**src/hw/soc_pkg.sv**
```systemverilog
`default_nettype none

package soc_pkg;

    localparam int APB_AW = 12;
    localparam int APB_DW = 32;

    // Bits 11..8 pick the slave page, bits 7..0 the register
    typedef logic [APB_AW-1:0] apb_addr_t;
    typedef logic [APB_DW-1:0] apb_data_t;

    typedef enum logic [1:0] {
        SEL_GPIO = 2'd0,
        SEL_SPI  = 2'd1,
        SEL_NONE = 2'd2
    } slave_sel_e;

    typedef enum logic [7:0] {
        REG_SWITCH = 8'h00,
        REG_LED    = 8'h04,
        REG_SEG    = 8'h08,
        REG_DP     = 8'h0C
    } gpio_reg_e;

    typedef enum logic [7:0] {
        REG_CTRL   = 8'h00,
        REG_DATA   = 8'h04,
        REG_STATUS = 8'h08
    } spi_reg_e;

    typedef enum logic {
        SPI_IDLE  = 1'b0,
        SPI_SHIFT = 1'b1
    } spi_state_e;

endpackage

`default_nettype wire

```
**src/hw/apb_if.sv**
```systemverilog
`default_nettype none

interface apb_if import soc_pkg::*; ();

    apb_addr_t paddr;
    logic      psel;
    logic      penable;
    logic      pwrite;
    apb_data_t pwdata;
    apb_data_t prdata;
    logic      pready;
    logic      pslverr;

    modport master (
        output paddr, psel, penable, pwrite, pwdata,
        input  prdata, pready, pslverr
    );

    modport slave (
        input  paddr, psel, penable, pwrite, pwdata,
        output prdata, pready, pslverr
    );

endinterface

`default_nettype wire

```
**src/hw/apb_decoder.sv**
```systemverilog
`default_nettype none

module apb_decoder import soc_pkg::*; (
    input  wire    clk,
    input  wire    rst_n_i,
    apb_if.slave   host,
    apb_if.master  gpio,
    apb_if.master  spi
);

    slave_sel_e sel;

    always_comb begin
        case (host.paddr[11:8])
            4'h0:    sel = SEL_GPIO;
            4'h1:    sel = SEL_SPI;
            default: sel = SEL_NONE;
        endcase
    end

    // Shared request lines, only psel is steered
    assign gpio.paddr   = host.paddr;
    assign gpio.penable = host.penable;
    assign gpio.pwrite  = host.pwrite;
    assign gpio.pwdata  = host.pwdata;
    assign gpio.psel    = host.psel && (sel == SEL_GPIO);

    assign spi.paddr    = host.paddr;
    assign spi.penable  = host.penable;
    assign spi.pwrite   = host.pwrite;
    assign spi.pwdata   = host.pwdata;
    assign spi.psel     = host.psel && (sel == SEL_SPI);

    always_comb begin
        case (sel)
            SEL_GPIO: begin
                host.prdata  = gpio.prdata;
                host.pready  = gpio.pready;
                host.pslverr = gpio.pslverr;
            end
            SEL_SPI: begin
                host.prdata  = spi.prdata;
                host.pready  = spi.pready;
                host.pslverr = spi.pslverr;
            end
            default: begin
                // Unmapped page, answered here with an error
                host.prdata  = '0;
                host.pready  = 1'b1;
                host.pslverr = host.psel && host.penable;
            end
        endcase
    end

    a_one_slave: assert property (@(posedge clk) disable iff (!rst_n_i)
        !(gpio.psel && spi.psel));

endmodule

`default_nettype wire

```
**src/hw/gpio_ctrl.sv**
```systemverilog
`default_nettype none

module gpio_ctrl import soc_pkg::*; #(
    parameter int unsigned SCAN_DIV = 50000
) (
    input  wire         clk,
    input  wire         rst_n_i,
    apb_if.slave        bus,
    input  wire  [7:0]  switch_i,
    output logic [15:0] led_o,
    output logic [7:0]  seg_sel_o,
    output logic [7:0]  seg_bit_o
);

    localparam int CNT_W = $clog2(SCAN_DIV + 1);

    logic [7:0]       sw_meta;
    logic [7:0]       sw_sync;
    logic [31:0]      seg_q;
    logic [7:0]       dp_q;
    logic [CNT_W-1:0] scan_cnt;
    logic [2:0]       digit;
    logic [3:0]       nibble;
    logic             wr_en;

    assign wr_en = bus.psel && bus.penable && bus.pwrite;

    // Two-flop synchronizer for the switches
    always_ff @(posedge clk or negedge rst_n_i) begin
        if (!rst_n_i) begin
            sw_meta <= '0;
            sw_sync <= '0;
        end else begin
            sw_meta <= switch_i;
            sw_sync <= sw_meta;
        end
    end

    always_ff @(posedge clk or negedge rst_n_i) begin
        if (!rst_n_i) begin
            led_o <= '0;
            seg_q <= '0;
            dp_q  <= '0;
        end else if (wr_en) begin
            case (bus.paddr[7:0])
                REG_LED: led_o <= bus.pwdata[15:0];
                REG_SEG: seg_q <= bus.pwdata;
                REG_DP:  dp_q  <= bus.pwdata[7:0];
                default: ;
            endcase
        end
    end

    always_comb begin
        case (bus.paddr[7:0])
            REG_SWITCH: bus.prdata = {24'h0, sw_sync};
            REG_LED:    bus.prdata = {16'h0, led_o};
            REG_SEG:    bus.prdata = seg_q;
            REG_DP:     bus.prdata = {24'h0, dp_q};
            default:    bus.prdata = '0;
        endcase
    end

    assign bus.pready  = 1'b1;
    assign bus.pslverr = 1'b0;

    // Digit scan
    always_ff @(posedge clk or negedge rst_n_i) begin
        if (!rst_n_i) begin
            scan_cnt <= '0;
            digit    <= '0;
        end else if (scan_cnt == CNT_W'(SCAN_DIV - 1)) begin
            scan_cnt <= '0;
            digit    <= digit + 3'd1;
        end else begin
            scan_cnt <= scan_cnt + 1'b1;
        end
    end

    function automatic logic [6:0] hex_to_seg(input logic [3:0] hex);
        case (hex)
            4'h0: hex_to_seg = 7'h3F;
            4'h1: hex_to_seg = 7'h06;
            4'h2: hex_to_seg = 7'h5B;
            4'h3: hex_to_seg = 7'h4F;
            4'h4: hex_to_seg = 7'h66;
            4'h5: hex_to_seg = 7'h6D;
            4'h6: hex_to_seg = 7'h7D;
            4'h7: hex_to_seg = 7'h07;
            4'h8: hex_to_seg = 7'h7F;
            4'h9: hex_to_seg = 7'h6F;
            4'hA: hex_to_seg = 7'h77;
            4'hB: hex_to_seg = 7'h7C;
            4'hC: hex_to_seg = 7'h39;
            4'hD: hex_to_seg = 7'h5E;
            4'hE: hex_to_seg = 7'h79;
            default: hex_to_seg = 7'h71;
        endcase
    endfunction

    assign nibble    = seg_q[digit*4 +: 4];
    assign seg_sel_o = ~(8'b1 << digit);
    assign seg_bit_o = {dp_q[digit], hex_to_seg(nibble)};

    a_sel_onehot: assert property (@(posedge clk) disable iff (!rst_n_i)
        $onehot(~seg_sel_o));

endmodule

`default_nettype wire

```
**src/hw/spi_master.sv**
```systemverilog
`default_nettype none

module spi_master import soc_pkg::*; #(
    parameter int unsigned CLK_DIV = 8
) (
    input  wire   clk,
    input  wire   rst_n_i,
    apb_if.slave  bus,
    output logic  spi_sck_o,
    output logic  spi_ss_o,
    output logic  spi_mosi_o,
    input  wire   spi_miso_i
);

    localparam int DIV_W = $clog2(2 * CLK_DIV);

    spi_state_e       state;
    logic [DIV_W-1:0] div_cnt;
    logic [3:0]       bit_cnt;
    logic [7:0]       shift_q;
    logic             miso_q;
    logic             ss_en;
    logic             access;
    logic             data_wr;
    logic             start;
    logic             sck_rise;
    logic             sck_fall;

    assign access   = bus.psel && bus.penable;
    assign data_wr  = access && bus.pwrite && (bus.paddr[7:0] == REG_DATA);
    assign start    = data_wr && (state == SPI_IDLE);
    assign sck_rise = (state == SPI_SHIFT) && (div_cnt == DIV_W'(CLK_DIV - 1));
    assign sck_fall = (state == SPI_SHIFT) && (div_cnt == DIV_W'(2 * CLK_DIV - 1));

    always_ff @(posedge clk or negedge rst_n_i) begin
        if (!rst_n_i) begin
            ss_en <= 1'b0;
        end else if (access && bus.pwrite && (bus.paddr[7:0] == REG_CTRL)) begin
            ss_en <= bus.pwdata[0];
        end
    end

    always_ff @(posedge clk or negedge rst_n_i) begin
        if (!rst_n_i) begin
            state     <= SPI_IDLE;
            div_cnt   <= '0;
            bit_cnt   <= '0;
            shift_q   <= '0;
            spi_sck_o <= 1'b0;
        end else if (start) begin
            state   <= SPI_SHIFT;
            div_cnt <= '0;
            bit_cnt <= '0;
            shift_q <= bus.pwdata[7:0];
        end else if (state == SPI_SHIFT) begin
            div_cnt <= sck_fall ? '0 : div_cnt + 1'b1;
            if (sck_rise) begin
                spi_sck_o <= 1'b1;
            end
            if (sck_fall) begin
                // Received bit enters as the sent one leaves
                spi_sck_o <= 1'b0;
                shift_q   <= {shift_q[6:0], miso_q};
                bit_cnt   <= bit_cnt + 4'd1;
                if (bit_cnt == 4'd7) begin
                    state <= SPI_IDLE;
                end
            end
        end
    end

    always_ff @(posedge clk) begin
        if (sck_rise) begin
            miso_q <= spi_miso_i;
        end
    end

    assign spi_ss_o   = ~ss_en;
    assign spi_mosi_o = (state == SPI_SHIFT) && shift_q[7];

    always_comb begin
        case (bus.paddr[7:0])
            REG_CTRL:   bus.prdata = {31'h0, ss_en};
            REG_DATA:   bus.prdata = {24'h0, shift_q};
            REG_STATUS: bus.prdata = {31'h0, state == SPI_SHIFT};
            default:    bus.prdata = '0;
        endcase
    end

    assign bus.pready  = 1'b1;
    // Refuse a new byte while one is in flight
    assign bus.pslverr = data_wr && (state == SPI_SHIFT);

    a_sck_idle: assert property (@(posedge clk) disable iff (!rst_n_i)
        (state == SPI_IDLE) |-> !spi_sck_o);

    a_bit_cnt: assert property (@(posedge clk) disable iff (!rst_n_i)
        bit_cnt <= 4'd8);

endmodule

`default_nettype wire

```
**src/hw/periph_top.sv**
```systemverilog
`default_nettype none

module periph_top import soc_pkg::*; #(
    parameter int unsigned SCAN_DIV = 50000,
    parameter int unsigned CLK_DIV  = 8
) (
    input  wire         clk,
    input  wire         rst_n_i,
    // APB slave port
    input  apb_addr_t   paddr_i,
    input  wire         psel_i,
    input  wire         penable_i,
    input  wire         pwrite_i,
    input  apb_data_t   pwdata_i,
    output apb_data_t   prdata_o,
    output logic        pready_o,
    output logic        pslverr_o,
    // GPIO
    input  wire  [7:0]  switch_i,
    output logic [15:0] led_o,
    output logic [7:0]  seg_sel_o,
    output logic [7:0]  seg_bit_o,
    // SPI
    output logic        spi_sck_o,
    output logic        spi_ss_o,
    output logic        spi_mosi_o,
    input  wire         spi_miso_i
);

    apb_if host_bus ();
    apb_if gpio_bus ();
    apb_if spi_bus ();

    assign host_bus.paddr   = paddr_i;
    assign host_bus.psel    = psel_i;
    assign host_bus.penable = penable_i;
    assign host_bus.pwrite  = pwrite_i;
    assign host_bus.pwdata  = pwdata_i;
    assign prdata_o         = host_bus.prdata;
    assign pready_o         = host_bus.pready;
    assign pslverr_o        = host_bus.pslverr;

    apb_decoder apb_decoder_i (
        .clk     (clk),
        .rst_n_i (rst_n_i),
        .host    (host_bus.slave),
        .gpio    (gpio_bus.master),
        .spi     (spi_bus.master)
    );

    gpio_ctrl #(.SCAN_DIV(SCAN_DIV)) gpio_ctrl_i (
        .clk       (clk),
        .rst_n_i   (rst_n_i),
        .bus       (gpio_bus.slave),
        .switch_i  (switch_i),
        .led_o     (led_o),
        .seg_sel_o (seg_sel_o),
        .seg_bit_o (seg_bit_o)
    );

    spi_master #(.CLK_DIV(CLK_DIV)) spi_master_i (
        .clk        (clk),
        .rst_n_i    (rst_n_i),
        .bus        (spi_bus.slave),
        .spi_sck_o  (spi_sck_o),
        .spi_ss_o   (spi_ss_o),
        .spi_mosi_o (spi_mosi_o),
        .spi_miso_i (spi_miso_i)
    );

endmodule

`default_nettype wire

```
**config.mk**
```make
export PLATFORM = sky130hd
export DESIGN_NAME = periph_top
export DESIGN_NICKNAME = d
export VERILOG_FILES = /design/src/hw/soc_pkg.sv /design/src/hw/apb_if.sv /design/src/hw/apb_decoder.sv /design/src/hw/gpio_ctrl.sv /design/src/hw/spi_master.sv /design/src/hw/periph_top.sv
export SDC_FILE = /design/constraint.sdc
export NUM_CORES = 1
export LEC_CHECK = 0
export BUFFER_PORTS_ARGS = -buffer_cell sky130_fd_sc_hd__buf_2
export CORE_MARGIN = 2
export CORE_UTILIZATION = 52
export DETAILED_ROUTE_END_ITERATION = 8
export HOLD_SLACK_MARGIN = 0.03
export PLACE_DENSITY = 0.87
export SLEW_MARGIN = 20
export SYNTH_ARGS = -nofsm -noshare
export SYNTH_HDL_FRONTEND = slang
export SYNTH_HIERARCHICAL = 1
export SYNTH_SLANG_ARGS = --single-unit
```
**constraint.sdc**
```tcl
create_clock -name clk -period 2 [get_ports clk]
set_input_delay 0.1 -clock clk [delete_from_list [all_inputs] [get_ports clk]]
set_output_delay 0.1 -clock clk [all_outputs]
set_load 0.02 [all_outputs]
```
==> results_dict.tcl <==
set metrics [dict create \
    layout.nets 825 \
    grt_remaining_overflow 0 \
    setup_viol 31 \
    worst_ep_arrival_time_ps 2460 \
    ant_nets 0 \
    grt_max_degree 51 \
    layout_min_cycle_time_ps 2560 \
    final_common_cell "dfrtp_1" \
    grt.met2_usage_pct 40.3 \
    path_class "reg -> out" \
    cts-root-buf "clkbuf_16" \
    cts_tree "built" \
    cts-htree-levels 3 \
    cellPowerDensity_nw_per_um2 514 \
    area_growth_syn_to_layout_pct 27.0 \
    rows 42 \
    clockBufferDepth 2 \
    violations "negative setup slack" \
    die_y_um 119 \
    gp_congestion 0.874 \
    use_met1_pct 30.3 \
    antenna_found_initial 0 \
    finalSetupTns_ps -5810 \
    clock.fmax_mhz 390 \
    busiest_layer "met2" \
    crit_fanout 5 \
    finalCritPeriodShare_pct 128 \
    grt_setup_unrepaired "true" \
    firstDrtPassIters 5 \
    clk_pin_slew_ps 70 \
    n_antenna_cell 0 \
    required_ps 1900 \
    cts.sinks 111 \
    port_buffers 125 \
    hold_violations 0 \
    drtIter0Drc 316 \
    drv_cap 0 \
    core_um2 13100 \
    syn_inst 617 \
    max-vdd-ir-drop_mv 0.462 \
    final_util_pct 67.0 \
    worst_setup_path_start_kind "register" \
    status "finished, violations left" \
    worstSetupStartpoint "gpio_ctrl_i/digit[1]" \
    ios 127 \
    drcViolationCount 0 \
    viasPerCell 5.59 \
    slew_viol_final 0 \
    worstSetupEndpointType "output pin" \
    dp_hpwl_um 12100 \
    die_w_um 119 \
    fp.dieArea_um2 14300 \
    drive_gt1_share_pct 46.0 \
    multi_input_area_um2 3680 \
    routedWlPerCell_um 19.2 \
    synthesis.area_um2 6930 \
    met3_usage_pct 4.36 \
    initial_core_util_pct 52.7 \
    final_cell_mix "dfrtp_1, buf_2, buf_4, mux2_2, mux2i_1" \
    grt_pass1_vias 5252 \
    clock_latency_ps 340 \
    grt_pass1_wl_um 26600 \
    setup_ws_ps -562 \
    grt_usage_pct 23.8 \
    hold_class "in -> reg" \
    ys_warn_count 6 \
    slew_headroom_pct 55.9 \
    tightest_slew_ps 661 \
    routed_wl_um 17800 \
    fillers 949 \
    fin_skew_ps 7.66 \
    vias 5203 \
    syn_area_per_cell_um2 11.2 \
    p_leak_nw 4.29 \
    cts_buffers 9 \
    r2r_start "gpio_ctrl_i/scan_cnt[7]" \
    register_area_um2 2780 \
    min_from "pwdata_i[0]" \
]
## state kept, by name, indices dropped and copies added (netlist names)
signal                  count
spi_master_i/state          1
gpio_ctrl_i/led_o          16
gpio_ctrl_i/digit           3
spi_master_i/div_cnt        4
gpio_ctrl_i/scan_cnt       16
spi_master_i/bit_cnt        4
spi_master_i/shift_q        8
spi_master_i/spi_sck_o      1
gpio_ctrl_i/sw_meta         8
gpio_ctrl_i/seg_q          32
spi_master_i/miso_q         1
gpio_ctrl_i/sw_sync         8
spi_master_i/ss_en          1
gpio_ctrl_i/dp_q            8
## path summary, 6_finish.rpt
check / endpoint / slack, ps / cells after the start
min reg2reg: gpio_ctrl_i/sw_sync[0] / 350 / 0
max in group asynchronous: spi_master_i/ss_en / 1000 / 3
min: gpio_ctrl_i/led_o[0] / 50 / 2
max: seg_bit_o[4] / -560 / 9
min in group asynchronous: gpio_ctrl_i/sw_meta[5] / 320 / 2
max reg2reg: gpio_ctrl_i/digit[2] / 70 / 4
## through the flow
step                setup WS [ps]  std cells  hold WS, ps  total power [mW]  instance area (um^2)
finish                       -562        931         53.4              4.53                  8800
global route                 -623        931         55.9              4.68                  8800
CTS                          -493        922         42.1              4.53                  8440
detailed placement           -345        872          176              2.63                  7710
global placement             -278        872          161              2.62                  7710
floorplan                    -112        640         -196              2.59                  7320
## what timing repair did
action | in CTS | in global routing
gates resized for setup | 22 | 69
hold buffers | 34 | 0
buffers inserted | 1 | 6
endpoints found under the setup margin | 29 | 36
pin swaps | 2 | 12
gates cloned | 0 | 3
endpoints found under the hold margin | 88 | 0
## per-layer routing
metal,wire length (um),up-vias
li1,-,2293
met1,7040,2606
met2,9180,250
met3,1060,54
met4,558,0
met5,0,-
## area by class of cell
class	count	share of cell area, %
multi-input cells	394	41.8
flip-flops and latches	111	31.6
repair buffers	217	19.7
clock buffers	11	2.65
well taps	176	2.50
clock inverters	4	0.825
inverters	18	0.825
## power by group
part,switching (mW),total (mW),internal (mW)
sequential,0.00980,2.28,2.27
clock,0.766,1.86,1.09
combinational,0.207,0.393,0.187
total,0.982,4.53,3.54
## worst max-delay path, stage by stage (launching register included)
cell and delay (ps):
dfrtp_1 380, buf_6 150, mux4_2 510, nand2_1 90, and2_4 200, buf_6 130, ha_4 150, nand2b_4 70
a32oi_4 280, buf_6 160
Note: power is estimated with default switching activity, not from simulation.
